--- src/verilog/core_cfg_pkg.sv ---
package core_cfg_pkg;

    localparam int WARPS_PER_CORE = 2;
    localparam int THREADS_PER_WARP = 4;
    localparam int DATA_WIDTH = 32;
    localparam int IMEM_ADDR_WIDTH = 8;
    localparam int DMEM_ADDR_WIDTH = 8;
    localparam int WARP_INDEX_WIDTH = 1;

    typedef logic [DATA_WIDTH-1:0] data_t;
    typedef logic [IMEM_ADDR_WIDTH-1:0] imem_addr_t;
    typedef logic [DMEM_ADDR_WIDTH-1:0] dmem_addr_t;
    typedef logic [THREADS_PER_WARP-1:0] lane_mask_t;

    // Per-warp FSM, walked once per instruction
    typedef enum logic [3:0] {
        WARP_IDLE,
        WARP_FETCH,
        WARP_DECODE,
        WARP_REQUEST,
        WARP_WAIT,
        WARP_EXECUTE,
        WARP_SYNC_WAIT,
        WARP_UPDATE,
        WARP_DONE
    } warp_state_t;

    typedef struct packed {
        imem_addr_t base_address;
        data_t      num_warps;
    } kernel_config_t;

    typedef struct packed {
        dmem_addr_t address;
        data_t      data;
    } dmem_write_t;

endpackage

--- src/verilog/gpu_isa_pkg.sv ---
package gpu_isa_pkg;

    import core_cfg_pkg::*;

    typedef logic [31:0] instruction_t;

    typedef enum logic [3:0] {
        NOP   = 4'h0,
        ADD   = 4'h1,
        SUB   = 4'h2,
        AND   = 4'h3,
        OR    = 4'h4,
        ADDI  = 4'h5,
        STORE = 4'h6,
        SYNC  = 4'h7,
        HALT  = 4'h8
    } opcode_t;

    // Instruction word layout
    localparam int OPCODE_MSB = 31;
    localparam int OPCODE_LSB = 28;
    localparam int RD_MSB = 27;
    localparam int RD_LSB = 24;
    localparam int RS1_MSB = 23;
    localparam int RS1_LSB = 20;
    localparam int RS2_MSB = 19;
    localparam int RS2_LSB = 16;
    localparam int IMM_MSB = 15;
    localparam int IMM_LSB = 0;
    localparam int IMM_WIDTH = 16;

    localparam int NUM_REGS = 16;
    typedef logic [3:0] reg_addr_t;

    // Hardwired registers, writes to them are dropped
    localparam reg_addr_t REG_ZERO = 4'd0;
    localparam reg_addr_t REG_TID = 4'd1;

    typedef struct packed {
        opcode_t   op;
        reg_addr_t rd;
        reg_addr_t rs1;
        reg_addr_t rs2;
        data_t     imm;
        logic      reg_write;
    } decoded_instr_t;

endpackage

--- src/verilog/vector_reg_file.sv ---
module vector_reg_file
    import core_cfg_pkg::*;
    import gpu_isa_pkg::*;
(
    input  logic                        clk,
    input  logic                        reset,
    input  logic [WARP_INDEX_WIDTH-1:0] warp_id,
    input  logic                        write_enable,
    input  reg_addr_t                   rd,
    input  reg_addr_t                   rs1,
    input  reg_addr_t                   rs2,
    input  data_t                       result [THREADS_PER_WARP],
    input  lane_mask_t                  lane_mask,
    output data_t                       rs1_data [THREADS_PER_WARP],
    output data_t                       rs2_data [THREADS_PER_WARP]
);

    logic rd_writable;

    assign rd_writable = (rd != REG_ZERO) && (rd != REG_TID);

    generate
        for (genvar l = 0; l < THREADS_PER_WARP; l++) begin : g_lane
            data_t regs [NUM_REGS];
            data_t thread_index;

            // Global thread number of this lane
            assign thread_index = data_t'(warp_id) * THREADS_PER_WARP + l;

            always_ff @(posedge clk) begin
                if (reset) begin
                    for (int r = 0; r < NUM_REGS; r++) begin
                        regs[r] <= '0;
                    end
                end else if (write_enable && lane_mask[l] && rd_writable) begin
                    regs[rd] <= result[l];
                end
            end

            assign rs1_data[l] = (rs1 == REG_ZERO) ? '0 :
                                 (rs1 == REG_TID)  ? thread_index : regs[rs1];
            assign rs2_data[l] = (rs2 == REG_ZERO) ? '0 :
                                 (rs2 == REG_TID)  ? thread_index : regs[rs2];
        end
    endgenerate

endmodule

--- config.mk ---
export PLATFORM = sky130hd
export DESIGN_NAME = vector_reg_file
export DESIGN_NICKNAME = d
export VERILOG_FILES = /design/src/verilog/core_cfg_pkg.sv /design/src/verilog/gpu_isa_pkg.sv /design/src/verilog/vector_reg_file.sv
export SDC_FILE = /design/constraint.sdc
export NUM_CORES = 2
export LEC_CHECK = 0
export BUFFER_PORTS_ARGS = -buffer_cell sky130_fd_sc_hd__clkbuf_2
export CAP_MARGIN = 15
export CORE_MARGIN = 2
export CORE_UTILIZATION = 40
export DETAILED_ROUTE_END_ITERATION = 12
export SLEW_MARGIN = 20
export SYNTH_ARGS = -nofsm -noshare
export SYNTH_HDL_FRONTEND = slang
export SYNTH_SLANG_ARGS = --single-unit
--- constraint.sdc ---
create_clock -name clk -period 2.57 [get_ports clk]
set_clock_uncertainty 0.1 [all_clocks]
set_input_delay 0.257 -clock clk [delete_from_list [all_inputs] [get_ports clk]]
set_output_delay 0.257 -clock clk [all_outputs]
set_load 0.01 [all_outputs]
==> impl_metrics.ini <==
[outcome]
status = finished with violations
failed_checks = negative setup slack

[route]
post_drt_wl_per_cell_um = 31.7
routed_wl_um = 374000
wl_met1_um = 147000
vias_per_cell = 5.97
met2_length_um = 182000
top_layer = met5
wl_met3_um = 29100
dr.pass1.iters = 6
vias = 70500
drc = 0
drt_iter0_drc = 7647
detail-route-antenna-nets = 0

[die]
die_x_um = 517
dieArea_um2 = 268000
core_area_um2 = 262000
io_pins = 404
chipHeight_um = 517
initial_core_util_pct = 40.2
row_count = 188

[placement]
place.gp.congestion = 0.837
dpl_cell_area_um2 = 119000
dp_hpwl_um = 230000
io_buffers = 403

[layout]
reg_top3 = g_lane.regs: 2032 flops
drive_gt1_share_pct = 37.3
fin_nets = 8228
design_area_um2 = 131000
seq_area_um2 = 61000
largest_register = g_lane.regs
largest_reg_flops = 2032
multi_input_area_um2 = 46300
final_core_util_pct = 50.1
fillers = 22000
syn2layout_area_growth_pct = 24.6

[setup_path]
crit_type = reg2out
critPathLaunch = g_lane[3].regs[15][2]
critPathCaptureType = output pin
critPathRequiredTime_ps = 2210
cp-start-kind = register
cp_max_fo = 2
worstPathArrival_ps = 2560

[clock_tree]
max-clock-path-buffers = 4
clock-sinks = 2032
htreeDepth = 4
cts_tree = built
cts_made_buffers = 231
root_buffer = clkbuf_16
path_clk_slew_ps = 60

[global_route]
grt_max_degree = 101
grt_usage_pct = 27.6
antenna_found_initial = 46
grt_overflow = 0
grt_pass1_wl_um = 529000
grt_pass1_vias = 72800

[hold_path]
hp-class = in2reg
hold_path_depth = 6
min_from = rd[0]

[timing]
slew_violations = 0
finalSetupViolCount = 159
min_period_ps = 2920
worst_slack_ps = -349
tns_ps = -14500
final_hold_viol_count = 0
clock.fmax_mhz = 343
grt_setup_unrepaired = yes
worst_pin_slew_ps = 982
finalCritPeriodShare_pct = 114
relSlewSlack_pct = 34.5

[synth]
syn_inst = 7027
ys_ff_latch = 2032
synth-seq-area-share_pct = 57.9
synth_cell_types = 37
syn_area_um2 = 105000
avgSynthCellArea_um2 = 15.0
ys_warn_count = 0

[pwr]
max-vdd-ir-drop_mv = 0.659
leakage_uw = 0.0470
powerDensity_nw_per_um2 = 638

[flow_run]
drv_cap = 0
-- kinds of logic after synthesis --
logic type	synth area share [%]
buffers and inverters	3.05
multiplexers	21.2
AO/OA/AOI/OAI	6.27
flip-flops	57.9
AND/OR/NAND/NOR	11.6
other	0.00356
-- area by class of cell --
type | instances | share of cell area (%)
antenna | 24 | 0.0457
clock buffer | 282 | 4.55
clock inverter | 129 | 0.850
inverter | 10 | 0.0457
multi-input combinational | 4511 | 35.3
sequential | 2032 | 46.5
tap | 3515 | 3.35
timing repair buffer | 1294 | 9.43
-- cells in the final DEF, fill, tap and decap left out, drive strengths merged, types with 33 or more instances in the layout --
master	Yosys	routed
edfxtp	2032	2032
and2	1794	1794
buf	224	868
mux4	770	770
clkbuf	489	576
mux2i	482	482
a21oi	274	274
a221oi	244	244
conb	1	240
a22oi	215	215
o21ai	210	210
dlygate4sd3	0	131
clkinv	1	102
nor2	81	81
or2	56	56
nand2	47	47
a211oi	33	33
-- worst max-delay path: stages (launching register included) --
cell and delay, ps:
edfxtp_1 400, mux4_2 490, mux2_4 300, nand2_2 70
o311ai_2 90, buf_4 190, buf_8 140
-- report_power, final --
| part | internal [µW] | leakage, µW | switching (µW) | total, µW |
|---|---|---|---|---|
| Clock | 17900 | 0.00344 | 13900 | 31900 |
| Sequential | 38400 | 0.0194 | 916 | 39300 |
| Combinational | 5600 | 0.0242 | 7080 | 12700 |
-- path summary, 6_finish.rpt --
path	slack (ps)	to
min	180	g_lane[0].regs[7][2]
max	-350	rs2_data[2]
-- Yosys cell counts --
cell type,number,area [µm²]
a211oi_1,33,248
a21oi_1,274,1370
a221o_1,1,10.0
a221oi_1,244,2140
a22oi_1,215,1610
a31oi_1,8,50.1
and2_1,1794,11200
buf_1,15,56.3
buf_2,132,661
buf_4,68,510
buf_6,9,101
clkbuf_1,485,1820
clkbuf_4,4,30.0
clkinv_1,1,3.75
conb_1,1,3.75
edfxtp_1,2032,61000
inv_1,8,30.0
inv_2,1,3.75
mux2_2,15,169
mux2i_1,482,4820
mux4_2,770,17300
nand2_1,47,176
nand3_1,10,50.1
nand4_1,2,12.5
nor2_1,67,251
nor2_2,14,87.6
nor2b_1,10,62.6
nor3_1,1,5.00
nor3_2,2,20.0
o21ai_0,150,751
o21ai_1,60,300
o221ai_1,4,35.0
o22a_1,4,35.0
o311ai_0,4,35.0
o31ai_1,3,22.5
or2_2,56,350
or3_1,1,6.26
-- layer usage --
layer / track usage (%) / vias to the layer above
met3: 4.56 / 734
met5: 0 / -
met4: 11.4 / 24
li1: - / 29300
met1: 36.3 / 37000
met2: 45.5 / 3348
-- per-stage QoR --
stage | hold slack, ps | setup WS, ps | total power (µW) | std cells
3_5_place_dp | 615 | -309 | 51200 | 11200
5_1_grt | 185 | -427 | 86100 | 11800
2_1_floorplan | 355 | 477 | 45600 | 7266
3_3_place_gp | 600 | -797 | 50900 | 11200
6_report | 177 | -349 | 83800 | 11800
4_1_cts | 120 | -425 | 83700 | 11800
-- what timing repair did --
item	in CTS	in global routing
pin swaps	348	173
gates resized for setup	666	410
hold endpoints to repair	1944	0
endpoints found under the setup margin	251	255
setup buffers	7	34
hold buffers	131	0
gates cloned	1	0
No activity file was read; power rests on OpenSTA's default activity.
