--- src/verilog/core_cfg_pkg.sv ---
package core_cfg_pkg;

    localparam int WARPS_PER_CORE = 2;
    localparam int THREADS_PER_WARP = 4;
    localparam int DATA_WIDTH = 32;
    localparam int IMEM_ADDR_WIDTH = 8;
    localparam int DMEM_ADDR_WIDTH = 8;
    localparam int WARP_INDEX_WIDTH = 1;

    typedef logic [DATA_WIDTH-1:0] data_t;
    typedef logic [IMEM_ADDR_WIDTH-1:0] imem_addr_t;
    typedef logic [DMEM_ADDR_WIDTH-1:0] dmem_addr_t;
    typedef logic [THREADS_PER_WARP-1:0] lane_mask_t;

    // Per-warp FSM, walked once per instruction
    typedef enum logic [3:0] {
        WARP_IDLE,
        WARP_FETCH,
        WARP_DECODE,
        WARP_REQUEST,
        WARP_WAIT,
        WARP_EXECUTE,
        WARP_SYNC_WAIT,
        WARP_UPDATE,
        WARP_DONE
    } warp_state_t;

    typedef struct packed {
        imem_addr_t base_address;
        data_t      num_warps;
    } kernel_config_t;

    typedef struct packed {
        dmem_addr_t address;
        data_t      data;
    } dmem_write_t;

endpackage

--- src/verilog/gpu_isa_pkg.sv ---
package gpu_isa_pkg;

    import core_cfg_pkg::*;

    typedef logic [31:0] instruction_t;

    typedef enum logic [3:0] {
        NOP   = 4'h0,
        ADD   = 4'h1,
        SUB   = 4'h2,
        AND   = 4'h3,
        OR    = 4'h4,
        ADDI  = 4'h5,
        STORE = 4'h6,
        SYNC  = 4'h7,
        HALT  = 4'h8
    } opcode_t;

    // Instruction word layout
    localparam int OPCODE_MSB = 31;
    localparam int OPCODE_LSB = 28;
    localparam int RD_MSB = 27;
    localparam int RD_LSB = 24;
    localparam int RS1_MSB = 23;
    localparam int RS1_LSB = 20;
    localparam int RS2_MSB = 19;
    localparam int RS2_LSB = 16;
    localparam int IMM_MSB = 15;
    localparam int IMM_LSB = 0;
    localparam int IMM_WIDTH = 16;

    localparam int NUM_REGS = 16;
    typedef logic [3:0] reg_addr_t;

    // Hardwired registers, writes to them are dropped
    localparam reg_addr_t REG_ZERO = 4'd0;
    localparam reg_addr_t REG_TID = 4'd1;

    typedef struct packed {
        opcode_t   op;
        reg_addr_t rd;
        reg_addr_t rs1;
        reg_addr_t rs2;
        data_t     imm;
        logic      reg_write;
    } decoded_instr_t;

endpackage

--- src/verilog/warp_fetcher.sv ---
module warp_fetcher
    import core_cfg_pkg::*;
    import gpu_isa_pkg::*;
(
    input  logic         clk,
    input  logic         reset,
    input  warp_state_t  warp_state,
    input  imem_addr_t   pc,
    input  logic         imem_ready,
    input  instruction_t imem_data,
    output logic         imem_valid,
    output imem_addr_t   imem_address,
    output logic         fetch_done,
    output instruction_t instruction
);

    typedef enum logic [1:0] {
        FETCHER_IDLE,
        FETCHER_REQUESTING,
        FETCHER_DONE
    } fetcher_state_t;

    fetcher_state_t state;

    assign imem_valid = (state == FETCHER_REQUESTING);
    assign fetch_done = (state == FETCHER_DONE);

    // The PC only moves in UPDATE, so it holds for the whole request
    assign imem_address = pc;

    always_ff @(posedge clk) begin
        if (reset) begin
            state <= FETCHER_IDLE;
        end else begin
            case (state)
                FETCHER_IDLE: begin
                    if (warp_state == WARP_FETCH) begin
                        state <= FETCHER_REQUESTING;
                    end
                end
                FETCHER_REQUESTING: begin
                    if (imem_ready) begin
                        state <= FETCHER_DONE;
                    end
                end
                FETCHER_DONE: begin
                    // Wait for the scheduler to move the warp on
                    if (warp_state != WARP_FETCH) begin
                        state <= FETCHER_IDLE;
                    end
                end
                default: state <= FETCHER_IDLE;
            endcase
        end
    end

    always_ff @(posedge clk) begin
        if (imem_valid && imem_ready) begin
            instruction <= imem_data;
        end
    end

endmodule

--- config.mk ---
export PLATFORM = sky130hd
export DESIGN_NAME = warp_fetcher
export DESIGN_NICKNAME = d
export VERILOG_FILES = /design/src/verilog/core_cfg_pkg.sv /design/src/verilog/gpu_isa_pkg.sv /design/src/verilog/warp_fetcher.sv
export SDC_FILE = /design/constraint.sdc
export NUM_CORES = 1
export LEC_CHECK = 0
export ABC_CLOCK_PERIOD_IN_PS = 3250
export BUFFER_PORTS_ARGS = -buffer_cell sky130_fd_sc_hd__buf_4
export CAP_MARGIN = 20
export CORE_UTILIZATION = 41
export CTS_BUF_LIST = sky130_fd_sc_hd__clkbuf_8 sky130_fd_sc_hd__clkbuf_16
export DETAILED_ROUTE_END_ITERATION = 8
export PLACE_DENSITY = 0.79
export SLEW_MARGIN = 25
export SYNTH_ARGS = -nofsm -noshare
export SYNTH_HDL_FRONTEND = slang
export SYNTH_SLANG_ARGS = --single-unit
export TNS_END_PERCENT = 20
--- constraint.sdc ---
create_clock -name clk -period 3.25 [get_ports clk]
set_input_delay 0.8125 -clock clk [delete_from_list [all_inputs] [get_ports clk]]
set_output_delay 0.8125 -clock clk [all_outputs]
set_load 0.05 [all_outputs]
==> flow_summary.rst <==
.. list-table::
   :header-rows: 1

   * - Metric
     - Value
   * - Worst-Margin Slew
     - 0.388 ns
   * - Maximum root-to-sink buffer count
     - 2
   * - Area of the mapped netlist
     - 1140 µm²
   * - Delay of the slowest critical-path stage
     - 0.38 ns
   * - WP data required
     - 2.44 ns
   * - Internal power
     - 662 µW
   * - Area growth from synthesis to layout
     - 53.1%
   * - Number of different library cells in the post-synthesis netlist
     - 13
   * - TritonCTS buffer count
     - 5
   * - H-tree depth reported by CTS
     - 2
   * - Total count of max-transition violations in the final report
     - 0
   * - Instance area at placement
     - 1670 µm²
   * - Status
     - complete, no violations
   * - Period Utilization, post-route
     - 57.9%
   * - Switching portion of total power
     - 19.2%
   * - Gate Count Post-Synth
     - 52
   * - Yosys Warn Count
     - 0
   * - Min-delay worst type
     - flop to flop
   * - Filler cell count
     - 173
   * - Layout net count
     - 171
   * - Vias in the first global route
     - 593
   * - Average via count per standard cell
     - 4.54
   * - Area of the multi-input gates
     - 82.6 µm²
   * - Portion of synthesized cell area occupied by the leading cell type
     - 84.0%
   * - Core area
     - 2540 µm²
   * - #FFs+latches synth
     - 34
   * - Setup crit start kind
     - flop
   * - Average instance area after synthesis
     - 22.0 µm²
   * - Hold slack
     - 0.595 ns
   * - Total Die Area
     - 3000 µm²
   * - Number of antenna violations at the first check in global routing
     - 0
   * - WS Path Type
     - flop to output port
   * - Part of the total power dissipated in the clock network
     - 33.5%
   * - Count of hold buffers inserted by post-cts repair
     - 0
   * - Final critical delay including setup and external delays
     - 1.88 ns
   * - Fraction of the yosys area taken by sequential cells
     - 87.5%
   * - Largest net degree at the start of global routing
     - 33
   * - Top cells by area, synth
     - edfxtp_1, buf_4, dfxtp_1, nor4b_2, nor4bb_1
   * - NetSw
     - 157 µW
   * - Comb power frac
     - 7.3%
   * - Total nets after synthesis
     - 99
   * - Post-CTS repair timing setup buffer count
     - 0
   * - Hpwl dp
     - 1670 µm
   * - Placement Rows
     - 18
   * - Power density over cell area
     - 468 nW/µm²
   * - Reg2Reg Depth
     - 3
   * - Number of top-level design ports
     - 89
   * - Post-CTS resize count
     - 0
   * - Max capacitance violation total
     - 0
   * - Count of endpoints failing setup in the final report
     - 0
   * - Detailed-route wire length per cell
     - 14.1 µm
   * - Critical Path Sink Type
     - output port
   * - Global Route Usage Sum
     - 14.1%
   * - DRC viols
     - 0
   * - Cell with the biggest individual delay on the critical path
     - dfxtp_1
   * - CTS Root Buffer Type
     - clkbuf_8
   * - Highest ir drop seen on vdd
     - 0.441 mV
   * - Number of buffers inserted by port buffering
     - 72
   * - Leakage dissipation
     - 0.739 nW
   * - Remaining Overflow, GRT
     - 0
   * - Worst-path fanout max
     - 5
   * - Die height
     - 54.8 µm
   * - Die extent in x
     - 54.8 µm
   * - First-pass GRT wire length
     - 2660 µm
   * - Setup repair after global routing missed its margin
     - false
   * - Vias after detailed routing
     - 704
   * - Final-report hold violation count
     - 0
   * - Drt total wl
     - 2180 µm
   * - Skew-Pair Late Insertion Delay
     - 0.27 ns
   * - Setup_tns
     - 0 ns
   * - DR pass1 iterations
     - 4
   * - Clock slew seen by the registers of the worst setup and hold paths
     - 0.06 ns
   * - Register share of total power
     - 59.2%
   * - Final weighted congestion in routability-driven placement
     - 0.698
   * - Fmax
     - 532 MHz
   * - Cell chain of the critical path
     - and2b_2, buf_4
   * - Count of inserted antenna diode cells
     - 0
   * - Relative max-transition margin
     - 74.2%
   * - Number of DRC markers after the initial detailed-route iteration
     - 8
   * - Starting density of the core
     - 44.9%
   * - Count of clock tree sinks
     - 34
   * - Arrival time of data at the critical path endpoint
     - 1.07 ns
   * - Final instance area
     - 1750 µm²
   * - Remaining antenna violation count after routing
     - 0
   * - TritonCTS clock tree
     - done
   * - Footprint of the flip-flops and latches
     - 1000 µm²
   * - Cell accounting for the most synthesized area
     - edfxtp_1
   * - Layout Skew
     - 0.00205 ns
   * - Worst hold path stage count
     - 1
   * - Fraction of final layout cells with drive strength greater than 1
     - 65.6%
sequential cells by signal, indices dropped and copies added (netlist names):
signal	cells
instruction	32
state	2
metal layers:
layer / share of wire, % / wire length, µm / vias to the layer above / global-route usage, %
met5: 0 / 0 / - / 0
met4: 1.6 / 34 / 0 / 9.40
met3: 17 / 376 / 4 / 6.39
met2: 45 / 978 / 58 / 19.9
met1: 36 / 793 / 306 / 17.1
li1: - / - / 336 / -
synth_stat cells:
master / instances
a21o_1: 1
a31o_1: 1
and2_1: 1
and2b_2: 1
buf_4: 8
dfxtp_1: 2
edfxtp_1: 32
nor2_1: 1
nor2b_2: 1
nor3_1: 1
nor4b_1: 1
nor4b_2: 1
nor4bb_1: 1
critical path, delay by kind of cell, from the launching register on:
| family | cells | cell delay, ns |
|---|---|---|
| AND/OR/NAND/NOR | 1 | 0.23 |
| flip-flops | 1 | 0.38 |
| buffers and inverters | 1 | 0.18 |
final cells by class:
cell class / count / area share (%)
clock buffer: 5 / 3.93
clock inverter: 3 / 0.715
multi-input combinational: 10 / 4.72
sequential: 34 / 57.2
tap: 30 / 2.14
timing repair buffer: 73 / 31.3
layout by cell type, fill, tap and decap left out:
cell type / count
buf_4: 73
edfxtp_1: 32
clkbuf_8: 5
dfxtp_1: 2
and2b_2: 1
nor2b_2: 1
and2_1: 1
nor2_1: 1
nor4b_2: 1
nor4bb_1: 1
a31o_1: 1
nor3_1: 1
nor4b_1: 1
a21o_1: 1
clkinv_2: 1
clkinv_1: 1
inv_1: 1
power groups by stage:
stage	Clock (mW)	Combinational (mW)	Sequential [mW]
4_1_cts	0.284	0.0606	0.485
2_1_floorplan	0	0.0322	0.506
3_3_place_gp	0	0.0588	0.494
5_1_grt	0.303	0.0633	0.485
3_5_place_dp	0	0.0606	0.494
6_report	0.275	0.0599	0.485
kinds of logic (layout without fill, tap and decap cells):
kind of cell / Yosys count / count (layout) / synth area share, %
flip-flops: 34 / 34 / 87.5
AND/OR/NAND/NOR: 8 / 8 / 5.80
buffers and inverters: 8 / 81 / 5.25
AO/OA/AOI/OAI: 2 / 2 / 1.42
worst paths after layout:
path / start / slack [ns] / endpoint
max: state[0] / 1.37 / fetch_done
min: state[1] / 0.59 / state[1]
max reg2reg: state[0] / 1.86 / instruction[17]
min reg2reg: state[1] / 0.59 / state[1]
per-stage QoR:
stage / power [mW] / std cells / utilization, % / setup slack [ns]
6_report: 0.819 / 155 / 68.8 / 1.37
5_1_grt: 0.851 / 155 / 68.8 / 1.31
4_1_cts: 0.829 / 155 / 68.8 / 1.36
3_5_place_dp: 0.555 / 147 / 65.6 / 1.53
3_3_place_gp: 0.553 / 147 / 65.6 / 1.55
2_1_floorplan: 0.538 / 52 / - / 1.11
Note: power is estimated with default switching activity, not from simulation.
