==> src/verilog/core_cfg_pkg.sv <==
package core_cfg_pkg;

    localparam int WARPS_PER_CORE = 2;
    localparam int THREADS_PER_WARP = 4;
    localparam int DATA_WIDTH = 32;
    localparam int IMEM_ADDR_WIDTH = 8;
    localparam int DMEM_ADDR_WIDTH = 8;
    localparam int WARP_INDEX_WIDTH = 1;

    typedef logic [DATA_WIDTH-1:0] data_t;
    typedef logic [IMEM_ADDR_WIDTH-1:0] imem_addr_t;
    typedef logic [DMEM_ADDR_WIDTH-1:0] dmem_addr_t;
    typedef logic [THREADS_PER_WARP-1:0] lane_mask_t;

    // Per-warp FSM, walked once per instruction
    typedef enum logic [3:0] {
        WARP_IDLE,
        WARP_FETCH,
        WARP_DECODE,
        WARP_REQUEST,
        WARP_WAIT,
        WARP_EXECUTE,
        WARP_SYNC_WAIT,
        WARP_UPDATE,
        WARP_DONE
    } warp_state_t;

    typedef struct packed {
        imem_addr_t base_address;
        data_t      num_warps;
    } kernel_config_t;

    typedef struct packed {
        dmem_addr_t address;
        data_t      data;
    } dmem_write_t;

endpackage

==> src/verilog/gpu_isa_pkg.sv <==
package gpu_isa_pkg;

    import core_cfg_pkg::*;

    typedef logic [31:0] instruction_t;

    typedef enum logic [3:0] {
        NOP   = 4'h0,
        ADD   = 4'h1,
        SUB   = 4'h2,
        AND   = 4'h3,
        OR    = 4'h4,
        ADDI  = 4'h5,
        STORE = 4'h6,
        SYNC  = 4'h7,
        HALT  = 4'h8
    } opcode_t;

    // Instruction word layout
    localparam int OPCODE_MSB = 31;
    localparam int OPCODE_LSB = 28;
    localparam int RD_MSB = 27;
    localparam int RD_LSB = 24;
    localparam int RS1_MSB = 23;
    localparam int RS1_LSB = 20;
    localparam int RS2_MSB = 19;
    localparam int RS2_LSB = 16;
    localparam int IMM_MSB = 15;
    localparam int IMM_LSB = 0;
    localparam int IMM_WIDTH = 16;

    localparam int NUM_REGS = 16;
    typedef logic [3:0] reg_addr_t;

    // Hardwired registers, writes to them are dropped
    localparam reg_addr_t REG_ZERO = 4'd0;
    localparam reg_addr_t REG_TID = 4'd1;

    typedef struct packed {
        opcode_t   op;
        reg_addr_t rd;
        reg_addr_t rs1;
        reg_addr_t rs2;
        data_t     imm;
        logic      reg_write;
    } decoded_instr_t;

endpackage

==> src/verilog/simt_lane.sv <==
module simt_lane
    import core_cfg_pkg::*;
    import gpu_isa_pkg::*;
(
    input  logic           clk,
    input  logic           reset,
    input  logic           enable,
    input  logic           issue,
    input  decoded_instr_t decoded,
    input  data_t          op1,
    input  data_t          op2,
    input  logic           dmem_ready,
    output data_t          result,
    output logic           store_busy,
    output logic           dmem_valid,
    output dmem_write_t    dmem_write
);

    data_t store_address;
    logic accept;

    always_comb begin
        case (decoded.op)
            ADD: result = op1 + op2;
            SUB: result = op1 - op2;
            AND: result = op1 & op2;
            OR: result = op1 | op2;
            ADDI: result = op1 + decoded.imm;
            default: result = '0;
        endcase
    end

    assign store_address = op1 + decoded.imm;
    assign accept = issue && enable && !store_busy;

    // Busy for as long as the write request is outstanding
    assign store_busy = dmem_valid;

    always_ff @(posedge clk) begin
        if (reset) begin
            dmem_valid <= 1'b0;
        end else if (accept) begin
            dmem_valid <= 1'b1;
        end else if (dmem_valid && dmem_ready) begin
            dmem_valid <= 1'b0;
        end
    end

    // Payload is only loaded while idle, so it stays put until the transfer
    always_ff @(posedge clk) begin
        if (accept) begin
            dmem_write.address <= store_address[DMEM_ADDR_WIDTH-1:0];
            dmem_write.data <= op2;
        end
    end

endmodule

==> config.mk <==
export PLATFORM = sky130hd
export DESIGN_NAME = simt_lane
export DESIGN_NICKNAME = d
export VERILOG_FILES = /design/src/verilog/core_cfg_pkg.sv /design/src/verilog/gpu_isa_pkg.sv /design/src/verilog/simt_lane.sv
export SDC_FILE = /design/constraint.sdc
export NUM_CORES = 1
export LEC_CHECK = 0
export BUFFER_PORTS_ARGS = -buffer_cell sky130_fd_sc_hd__buf_2
export CAP_MARGIN = 20
export CORE_AREA = 4 4 113 115
export CTS_CLUSTER_DIAMETER = 40
export DETAILED_ROUTE_END_ITERATION = 6
export DIE_AREA = 0 0 117 119
export PLACE_DENSITY_LB_ADDON = 0.2
export SLEW_MARGIN = 20
export SYNTH_ARGS = -nofsm -noshare
export SYNTH_HDL_FRONTEND = slang
export SYNTH_SLANG_ARGS = --single-unit
==> constraint.sdc <==
create_clock -name clk -period 6.1 [get_ports clk]
set_clock_uncertainty 0.2 [all_clocks]
set_input_delay 0.915 -clock clk [delete_from_list [all_inputs] [get_ports clk]]
set_output_delay 0.915 -clock clk [all_outputs]
set_load 0.1 [all_outputs]
==> results by group <==
Synthesis
  • Synth Area in Adders: approximately 14%
  • Post-synthesis sequential area ratio: about a fifth
  • Flops & latches, synth: approximately 40
  • Area of the mapped netlist: 0.006255 sq mm
  • FFs w/ async S/R, synth: 0%
  • Synth Area in Compound Gates: 32.95%
  • Syn. warnings: 0
  • Post-synth EDFFs: 40
  • Post-synth cell types: 73
  • Synth Area in Simple Gates: 17.88%
  • Primary FF master, synth: edfxtp_1
  • Syn Nets: 959
  • Mapped Cells: ~770
  • Post-synthesis mux area share: under 10%
  • Synth Area in XOR/XNOR: between 10 and 15%
  • Main combinational cell family by area after synthesis: compound AO/OA/AOI/OAI gates
  • Syn_area_per_cell: between 8 and 9 sq um

Timing
  • Fmax achieved: ~170 MHz
  • Rel. slew slack: 27.56%
  • Fin crit share: 95.55%
  • Max Slew Vio Count: 0
  • Min Hold Slack: around 0.36 ns
  • Final Worst Setup Slack: between 0.2 and 0.3 ns
  • Final Hold Fails: 0
  • Finish-stage setup viols: 0
  • Crit path time final: ~5.8 ns
  • Unrepaired setup endpoints after global routing: no
  • Slew @ Worst Pin: between 1 and 1.5 ns

Final layout
  • Fin area: approximately 0.0077 sq mm
  • NumNets Final: roughly 1100
  • Finished Core Util: between 60% and 70%
  • Layout cells sized above 1: 23.93%
  • Post-route insts no fill: ~1100
  • Synthesis-to-finish area growth: 23.16%

Setup path
  • CP Max Fanout: 7
  • Critical path endpoint category: output pin
  • CP Class: in -> out
  • Startpoint types: input port
  • WP data required: roughly 5.0 ns
  • Arr. time, crit path: between 4 and 5 ns

Job
  • # Max-Cap Violations: 0

Place
  • GP Congestion: around 0.96
  • DP Worst Slack: between 0.1 and 0.15 ns
  • DP Wirelength: about 16000 um
  • # port buffers: around 180
  • Post-placement cell count: ~1100
  • Area after DPL: between 0.007 and 0.008 sq mm

Routing
  • DRC: 0
  • DRT iter0 DRCs: around 670
  • Pre-antenna DRT Iters: 6
  • Via Count: 6765
  • Vias/cell: roughly 6.3
  • Aggregate routed wire length: between 15000 and 20000 um
  • Routed Antenna Nets: 0
  • DR WL/cell: roughly 18 um

Floorplan
  • Chip Width: ~120 um
  • Die H: 119 um
  • Top Ports: around 190
  • Std-Cell Rows: 40
  • Core area: 0.01181 sq mm
  • Initial Util: about 53%
  • Area of the die: about 0.014 sq mm

GRT
  • Grt ovf: 0
  • Vias in the first global route: 6229
  • Initial antenna violation count: 1
  • All-Layer GR Usage: 27.00%
  • Global-route wire length before repair: roughly 30000 um
  • Largest net degree at the start of global routing: 42

Outcome
  • Status: complete, no violations

Clock network
  • CTS tree: done
  • Clk sink count: 41
  • CTS H-tree lvls: 2
  • Root Driver: clkbuf_16
  • CTS buffer count: 5
  • CTS max path bufs: 2
  • Worst-Skew Late Latency: approximately 0.28 ns
  • Clk slew on worst S/H paths: approximately 0.05 ns

Pwr
  • Pwr dens: approximately 200 mW/mm^2
  • Peak supply drop: 0.1121 mV
  • Leakage: ~3.5 nW

Worst hold path
  • Hold Path Class: reg -> reg
==> cell usage in the layout, fill, tap and decap left out, types with 4 or more instances in the layout <==
cell	count
o21ai_0	42
o31ai_1	7
o21ai_1	19
xnor2_1	57
clkbuf_16	5
nor3_1	22
nor2_1	50
a31oi_1	9
ha_1	65
a222oi_1	22
nand2_1	58
nor4_1	4
or3_1	4
and3_1	9
nand4_1	10
buf_12	15
nor2b_1	8
xor2_1	23
a22oi_1	4
a21o_1	51
or2_2	6
a21oi_1	77
and2_1	4
o211ai_1	9
mux2i_1	5
o21a_1	9
a41oi_1	6
o221ai_2	4
nand3_1	16
buf_2	162
a211oi_1	6
buf_4	9
edfxtp_1	40
nand2b_1	10
inv_1	21
==> cells by family (layout without fill, tap and decap cells) <==
kind of cell    count (synthesis)  count (layout)
buf+inv                        59             217
flops                          41              41
xor+xnor                       80              80
compound gates                300             300
other cells                     0               1
fa+ha+maj                      67              67
simple gates                  220             220
mux                             7               7
==> path summary, 6_finish.rpt <==
path          startpoint            end  slack, ns  depth (start not counted)
max          decoded[47]     result[30]       0.27                         17
min           dmem_valid     dmem_valid       0.36                          2
max reg2reg   dmem_valid  dmem_write[7]       4.55                          2
min reg2reg   dmem_valid     dmem_valid       0.36                          2
==> Yosys cell counts (2+ instances only) <==
master | instances | area [sq um]
a211o_1 | 3 | 26.28
a211oi_1 | 6 | 45.04
a21boi_1 | 2 | 15.01
a21o_1 | 51 | 382.9
a21oi_1 | 77 | 385.4
a221o_1 | 2 | 20.02
a221oi_1 | 2 | 17.52
a222oi_1 | 22 | 220.2
a22oi_1 | 4 | 30.03
a31oi_1 | 10 | 62.56
a41oi_1 | 6 | 52.55
and2_1 | 4 | 25.02
and3_1 | 9 | 56.30
and4_1 | 3 | 26.28
clkbuf_1 | 35 | 131.4
edfxtp_1 | 40 | 1201
fa_1 | 2 | 40.04
ha_1 | 65 | 813.3
inv_1 | 21 | 78.83
mux2i_1 | 5 | 50.05
nand2_1 | 58 | 217.7
nand2b_1 | 10 | 62.56
nand3_1 | 16 | 80.08
nand3b_1 | 2 | 15.01
nand4_1 | 10 | 62.56
nor2_1 | 52 | 195.2
nor2b_1 | 8 | 50.05
nor3_1 | 22 | 110.1
nor3b_1 | 3 | 22.52
nor4_1 | 4 | 25.02
o211ai_1 | 9 | 67.56
o21a_1 | 9 | 67.56
o21ai_0 | 52 | 260.3
o21ai_1 | 10 | 50.05
o21bai_1 | 2 | 15.01
o221ai_1 | 6 | 52.55
o311ai_2 | 2 | 32.53
o31a_1 | 2 | 17.52
o31ai_1 | 7 | 52.55
o41ai_1 | 2 | 17.52
or2_2 | 6 | 37.54
or3_1 | 4 | 25.02
xnor2_1 | 57 | 499.2
xor2_1 | 23 | 201.4
==> through the flow <==
step,setup TNS [ns],power (mW)
detailed placement,0,1.287
global placement,0,1.280
global route,0,1.626
floorplan,-0.01938,1.050
finish,0,1.551
CTS,0,1.539
==> layout make-up <==
type / count / area (sq um)
inverter: 21 / 78.83
sequential: 41 / 1221
tap: 147 / 183.9
timing repair buffer: 188 / 1217
clock buffer: 8 / 136.4
fill: 1047 / 4108
multi-input combinational: 674 / 4863
antenna: 1 / 2.502
==> critical path, stage by stage <==
cell       delay [ns]
buf_2            0.12
nor2_1           0.17
nand2_1          0.09
or2_2            0.38
nand2_1          0.10
o21ai_0          0.14
fa_1             0.47
nor2b_1          0.18
o31a_1           0.24
o211ai_2         0.15
a2111oi_4        0.40
nor2_2           0.14
o311ai_2         0.41
a41oi_1          0.22
mux2i_1          0.20
o211ai_1         0.16
buf_12           0.23
==> registers in the layout, summed over array words and instances, names as in the netlist <==
register    flops
dmem_write     40
dmem_valid      1
==> power by group <==
group / switching (mW) / internal [mW]
logic: 0.654 / 0.314
registers: 0.00338 / 0.328
clock network: 0.100 / 0.152
==> timing repair <==
item                                    4_1_cts  5_1_grt
buffers inserted                              0        0
endpoints found under the setup margin        0        6
gates resized for setup                       0        6
hold buffers                                  0        0
==> layer usage <==
layer  share of wire, %  global-route usage (%)  vias up
li1                   -                       -     3298
met1                 43                   37.50     3128
met2                 45                   43.24      310
met3                9.1                   4.268       29
met4                1.9                   7.312        0
met5                  0                       0        -
Note: power is estimated with default switching activity, not from simulation.
