<file path="src/verilog/core_cfg_pkg.sv">
package core_cfg_pkg;

    localparam int WARPS_PER_CORE = 2;
    localparam int THREADS_PER_WARP = 4;
    localparam int DATA_WIDTH = 32;
    localparam int IMEM_ADDR_WIDTH = 8;
    localparam int DMEM_ADDR_WIDTH = 8;
    localparam int WARP_INDEX_WIDTH = 1;

    typedef logic [DATA_WIDTH-1:0] data_t;
    typedef logic [IMEM_ADDR_WIDTH-1:0] imem_addr_t;
    typedef logic [DMEM_ADDR_WIDTH-1:0] dmem_addr_t;
    typedef logic [THREADS_PER_WARP-1:0] lane_mask_t;

    // Per-warp FSM, walked once per instruction
    typedef enum logic [3:0] {
        WARP_IDLE,
        WARP_FETCH,
        WARP_DECODE,
        WARP_REQUEST,
        WARP_WAIT,
        WARP_EXECUTE,
        WARP_SYNC_WAIT,
        WARP_UPDATE,
        WARP_DONE
    } warp_state_t;

    typedef struct packed {
        imem_addr_t base_address;
        data_t      num_warps;
    } kernel_config_t;

    typedef struct packed {
        dmem_addr_t address;
        data_t      data;
    } dmem_write_t;

endpackage

</file>
<file path="src/verilog/gpu_isa_pkg.sv">
package gpu_isa_pkg;

    import core_cfg_pkg::*;

    typedef logic [31:0] instruction_t;

    typedef enum logic [3:0] {
        NOP   = 4'h0,
        ADD   = 4'h1,
        SUB   = 4'h2,
        AND   = 4'h3,
        OR    = 4'h4,
        ADDI  = 4'h5,
        STORE = 4'h6,
        SYNC  = 4'h7,
        HALT  = 4'h8
    } opcode_t;

    // Instruction word layout
    localparam int OPCODE_MSB = 31;
    localparam int OPCODE_LSB = 28;
    localparam int RD_MSB = 27;
    localparam int RD_LSB = 24;
    localparam int RS1_MSB = 23;
    localparam int RS1_LSB = 20;
    localparam int RS2_MSB = 19;
    localparam int RS2_LSB = 16;
    localparam int IMM_MSB = 15;
    localparam int IMM_LSB = 0;
    localparam int IMM_WIDTH = 16;

    localparam int NUM_REGS = 16;
    typedef logic [3:0] reg_addr_t;

    // Hardwired registers, writes to them are dropped
    localparam reg_addr_t REG_ZERO = 4'd0;
    localparam reg_addr_t REG_TID = 4'd1;

    typedef struct packed {
        opcode_t   op;
        reg_addr_t rd;
        reg_addr_t rs1;
        reg_addr_t rs2;
        data_t     imm;
        logic      reg_write;
    } decoded_instr_t;

endpackage

</file>
<file path="src/verilog/instr_decoder.sv">
module instr_decoder
    import core_cfg_pkg::*;
    import gpu_isa_pkg::*;
(
    input  logic           clk,
    input  logic           reset,
    input  warp_state_t    warp_state,
    input  instruction_t   instruction,
    output decoded_instr_t decoded
);

    decoded_instr_t fields;

    always_comb begin
        fields.op = opcode_t'(instruction[OPCODE_MSB:OPCODE_LSB]);
        fields.rd = instruction[RD_MSB:RD_LSB];
        fields.rs1 = instruction[RS1_MSB:RS1_LSB];
        fields.rs2 = instruction[RS2_MSB:RS2_LSB];
        fields.imm = {{(DATA_WIDTH - IMM_WIDTH){instruction[IMM_MSB]}},
                      instruction[IMM_MSB:IMM_LSB]};
        // Only ALU ops write back, STORE/SYNC/HALT/NOP leave registers alone
        case (fields.op)
            ADD, SUB, AND, OR, ADDI: fields.reg_write = 1'b1;
            default: fields.reg_write = 1'b0;
        endcase
    end

    always_ff @(posedge clk) begin
        if (reset) begin
            decoded <= '0;
        end else if (warp_state == WARP_DECODE) begin
            decoded <= fields;
        end
    end

endmodule

</file>
<file path="config.mk">
export PLATFORM = sky130hd
export DESIGN_NAME = instr_decoder
export DESIGN_NICKNAME = d
export VERILOG_FILES = /design/src/verilog/core_cfg_pkg.sv /design/src/verilog/gpu_isa_pkg.sv /design/src/verilog/instr_decoder.sv
export SDC_FILE = /design/constraint.sdc
export NUM_CORES = 1
export LEC_CHECK = 0
export ABC_CLOCK_PERIOD_IN_PS = 1200
export BUFFER_PORTS_ARGS = -buffer_cell sky130_fd_sc_hd__clkbuf_2
export CAP_MARGIN = 5
export CORE_UTILIZATION = 38
export CTS_BUF_LIST = sky130_fd_sc_hd__clkbuf_8
export DETAILED_ROUTE_END_ITERATION = 10
export PLACE_DENSITY = 0.77
export SETUP_SLACK_MARGIN = 0.5
export SLEW_MARGIN = 15
export SYNTH_ARGS = -nofsm -noshare
export SYNTH_HDL_FRONTEND = slang
export SYNTH_SLANG_ARGS = --single-unit
</file>
<file path="constraint.sdc">
create_clock -name clk -period 1.2 [get_ports clk]
set_clock_uncertainty 0.15 [all_clocks]
set_input_delay 0.12 -clock clk [delete_from_list [all_inputs] [get_ports clk]]
set_output_delay 0.12 -clock clk [all_outputs]
set_load 0.05 [all_outputs]
</file>
==> out/qor.yml, run 1 <==
endpoint_type: "primary output"
vertical_die_dimension_um: 60.5
grt_start_max_net_pins: 21
yosys_warnings: 0
start_util: 0.413
stop_stage: "global routing (5_1_grt)"
syn-cell-area_sq_mm: 0.00130
syn_nets: 200
chipWidth_um: 60.5
postSynthAreaPerCell_sq_um: 8.04
ios: 87
fp-row-count: 20
clock-sinks: 33
instance_count_of_the_mapped_netlist: 162
htree_num_levels: 2
buffer_ports.inserted: 86
cts_made_buffers: 5
first_err: "[ERROR DPL-0038] Utilization greater than 100%, impossible to legalize"
share_of_synthesized_area_occupied_by_flip_flops_and_latches: 0.507
dpl.hpwl_um: 2180
synthDistinctLibCells: 13
grt-worst-endpoint: "decoded[25]"
globalplace.congestion: 0.730
clk_path_buf_depth: 2
status: "aborted with a tool error"
ctsRootBufferMaster: "sky130_fd_sc_hd__clkbuf_8"
ys_seq_elements: 33
-- through the flow --
| step | worst slack (ns) | utilization | instances | area, sq um | hold slack, ns |
|---|---|---|---|---|---|
| 3_3_place_gp | -0.215 | 0.569 | 273 | 1800 | 0.190 |
| 4_1_cts | -0.0390 | 0.877 | 286 | 2770 | -0.103 |
| 2_1_floorplan | -0.0890 | - | 162 | 1550 | 0.100 |
| 3_5_place_dp | -0.238 | 0.569 | 273 | 1800 | 0.194 |
-- Yosys cell counts (all sizes together) --
library cell	count	area, sq um
o311ai	1	8.76
nand2	65	244
a211oi	1	7.51
clkbuf	3	11.3
nor4b	1	15.0
or4b	1	10.0
buf	24	178
nand3b	1	7.51
a21oi	32	160
dfxtp	33	661
-- what timing repair did --
action                                  in CTS
cloned                                       3
resized for setup                          157
hold endpoints to repair                    33
endpoints found under the setup margin      82
setup buffers                                2
pin swaps                                   19
-- kinds of logic after synthesis --
group           Yosys count  synth area share
compound gates           34             0.135
buf+inv                  27             0.145
flops                    33             0.507
simple gates             68             0.212
==> inputs of run 2 (changes only) <==
--- a/config.mk
+++ b/config.mk
@@ -5,14 +5,13 @@
 export SDC_FILE = /design/constraint.sdc
 export NUM_CORES = 1
 export LEC_CHECK = 0
-export ABC_CLOCK_PERIOD_IN_PS = 1200
+export ABC_CLOCK_PERIOD_IN_PS = 1550
 export BUFFER_PORTS_ARGS = -buffer_cell sky130_fd_sc_hd__clkbuf_2
 export CAP_MARGIN = 5
-export CORE_UTILIZATION = 38
-export CTS_BUF_LIST = sky130_fd_sc_hd__clkbuf_8
+export CORE_AREA = 2 2 63 65
 export DETAILED_ROUTE_END_ITERATION = 10
-export PLACE_DENSITY = 0.77
-export SETUP_SLACK_MARGIN = 0.5
+export DIE_AREA = 0 0 65 67
+export PLACE_DENSITY_LB_ADDON = 0.15
 export SLEW_MARGIN = 15
 export SYNTH_ARGS = -nofsm -noshare
 export SYNTH_HDL_FRONTEND = slang
==> constraint.sdc (replaced) <==
create_clock -name clk -period 1.55 [get_ports clk]
set_clock_uncertainty 0.15 [all_clocks]
set_input_delay 0.155 -clock clk [delete_from_list [all_inputs] [get_ports clk]]
set_output_delay 0.155 -clock clk [all_outputs]
set_load 0.05 [all_outputs]
==> out/qor.yml, run 2 <==
status: "completed"
mostFrequentLayoutCells: "sky130_fd_sc_hd__clkbuf_2, sky130_fd_sc_hd__nand2_1, sky130_fd_sc_hd__a21oi_1, sky130_fd_sc_hd__dfxtp_1, sky130_fd_sc_hd__dlygate4sd3_1"
flow.area_growth_from_synthesis_pct: 57.7
cpPeakStageDelay_ns: 0.47
avgRoutedWirePerCell_um: 10.7
grt_setup_unrepaired: "false"
worstSetupPathDepth: 1
worstPathArrival_ns: 1.08
antenna_left: 0
drv.max_cap_violation_count: 0
min-delay-path-class: "input port to flop"
cts_made_buffers: 5  # unchanged
worstSetupStartpointType: "flop"
dpl.hpwl_um: 2250  # +3.4%
synthDistinctLibCells: 13  # unchanged
drt_pass1_iterations: 4
vias: 1372
chipWidth_um: 65  # +7.4%
postSynth.asyncResetShare: 0  # unchanged
antenna_found_initial: 0
largest_register: "decoded"
buffer_ports.inserted: 86  # unchanged
routed_wl_um: 3370
ios: 87  # unchanged
ys_seq_elements: 33  # unchanged
layout-drive-gt1-share: 0.376
antenna_cells_inserted: 0
tns_ns: 0
worst_ir_drop_vdd_mv: 0.549
synth_area_leaders: "sky130_fd_sc_hd__dfxtp_1, sky130_fd_sc_hd__nand2_1, sky130_fd_sc_hd__a21oi_1"
reg2regPathDepth: 2
fill_cells: 370
final-seq-area_sq_um: 662
post-synth-top-count-cell: "sky130_fd_sc_hd__nand2_1"
ctsRootBufferMaster: "sky130_fd_sc_hd__clkbuf_8"
grt_resource_usage_total: 0.167
hold_ws_ns: 0.142
maxSlewViolCount: 0
numPlacedInstances: 274  # +0.37%
crit_chain: "clkbuf_2"
crit_path_top_delay_cell: "sky130_fd_sc_hd__dfxtp_2"
largest_reg_flops: 33
start_util: 0.361  # -0.0519
multi_input_area_sq_um: 462
setup_viol: 0
clock-sinks: 33  # unchanged
hold_depth: 2
critPathKind: "flop to output pin"
htree_num_levels: 2  # unchanged
mostFrequentLayoutCell: "sky130_fd_sc_hd__clkbuf_2"
cts_clk_pin_slew_worst_paths_ns: 0.07
cpLargestDelayFamily: "flip-flops"
nets: 303
vias_per_cell: 4.37
fp-row-count: 22  # +10%
clk_path_buf_depth: 2  # unchanged
postSynthAreaPerCell_sq_um: 8.04  # unchanged
synth-edff-count: 0  # unchanged
number_of_global_route_vias_before_repair: 1260
drt-initial-drc-count: 49
share_of_synthesized_area_occupied_by_flip_flops_and_latches: 0.507  # unchanged
grt_start_max_net_pins: 22
clock_insertion_delay_worst_skew_ns: 0.28
crit_share_post_route: 0.896
power.density_cell_area_mw_per_mm2: 864
final_hold_viol_count: 0
layout_min_cycle_time_ns: 1.39
worst-slew-pin-transition_ns: 0.366
clock_tree_from_tritoncts: "built"
design.core.area_sq_mm: 0.00361
critical_path.n_buffers_inverters: 1
vertical_die_dimension_um: 67  # +11%
die_footprint_sq_mm: 0.00436
drt_drc_violations_left: 0
synth.cells.most_frequent: "sky130_fd_sc_hd__nand2_1, sky130_fd_sc_hd__dfxtp_1, sky130_fd_sc_hd__a21oi_1"
synth_top_cell_by_area: "sky130_fd_sc_hd__dfxtp_1"
globalplace.congestion: 0.693  # -5.1%
netlist.area_leader.share: 0.507  # unchanged
syn_nets: 200  # unchanged
grt_pass1_wl_um: 5490
reg.largest.list: "decoded x33"
power.total_w: 0.00178
fmax_mhz: 720
instances_no_fill: 314
timing.max_slew.rel_slack: 0.756
instance_count_of_the_mapped_netlist: 162  # unchanged
synthFlopType: "sky130_fd_sc_hd__dfxtp_1"
crit_fanout: 18
required_ns: 1.24
grt.overflow.total: 0
power.static_leakage_nw: 0.945
syn-cell-area_sq_mm: 0.00130  # unchanged
cp-end-kind: "output pin"
yosys_warnings: 0  # unchanged
-- run 2: cell counts after synthesis --
No cell type changed its count.
-- run 2: worst paths after layout --
kind	start	endpoint	slack (ns)
worst max-delay path	decoded[16]	decoded[27]	0.16
worst min register to register	decoded[38]	decoded[38]	0.30
worst min-delay path	reset	decoded[16]	0.14
worst max register to register	decoded[16]	decoded[16]	0.64
-- run 2: power breakdown --
part | switching, W | internal, W
Clock | 0.000299 | 0.000311
Combinational | 0.000169 | 0.000121
Sequential | 0.0000103 | 0.000866
-- run 2: cells by family (layout without fill, tap and decap cells) --
family          Yosys count  in the layout  share of synthesized area
buf+inv                  27            131                      0.145
simple gates             68             68                      0.212
compound gates           34             34                      0.135
flops                    33             33                      0.507
-- run 2: routing by layer --
layer | vias up | wire length [um] | track usage
met5 | - | 0 | 0
met2 | 39 | 1720 | 0.287
met3 | 5 | 202 | 0.0473
met1 | 619 | 1390 | 0.186
li1 | 709 | - | -
met4 | 0 | 51 | 0.0878
-- run 2: through the flow --
stage	setup WS [ns]	utilization	area (sq um)
2_1_floorplan	0.0516	-	1300
3_3_place_gp	0.0898	0.458	1650
3_5_place_dp	0.0720	0.458	1650
4_1_cts	0.143	0.570	2050
5_1_grt	0.0929	0.570	2050
6_report	0.161	0.570	2050
-- run 2: final cells by class --
cell class                 instances  share of cell area
timing repair buffer             123               0.384
sequential                        33               0.322
multi-input combinational        102               0.225
clock inverter                     2             0.00487
clock buffer                       6              0.0353
tap                               48              0.0292
-- run 2: timing repair --
item                       CTS  global route
hold endpoints to repair    32             0
setup buffers                0             0
hold buffers                32             0
setup endpoints to repair   17             0
resized for setup            1             0
(Power assumes the default switching activity.)
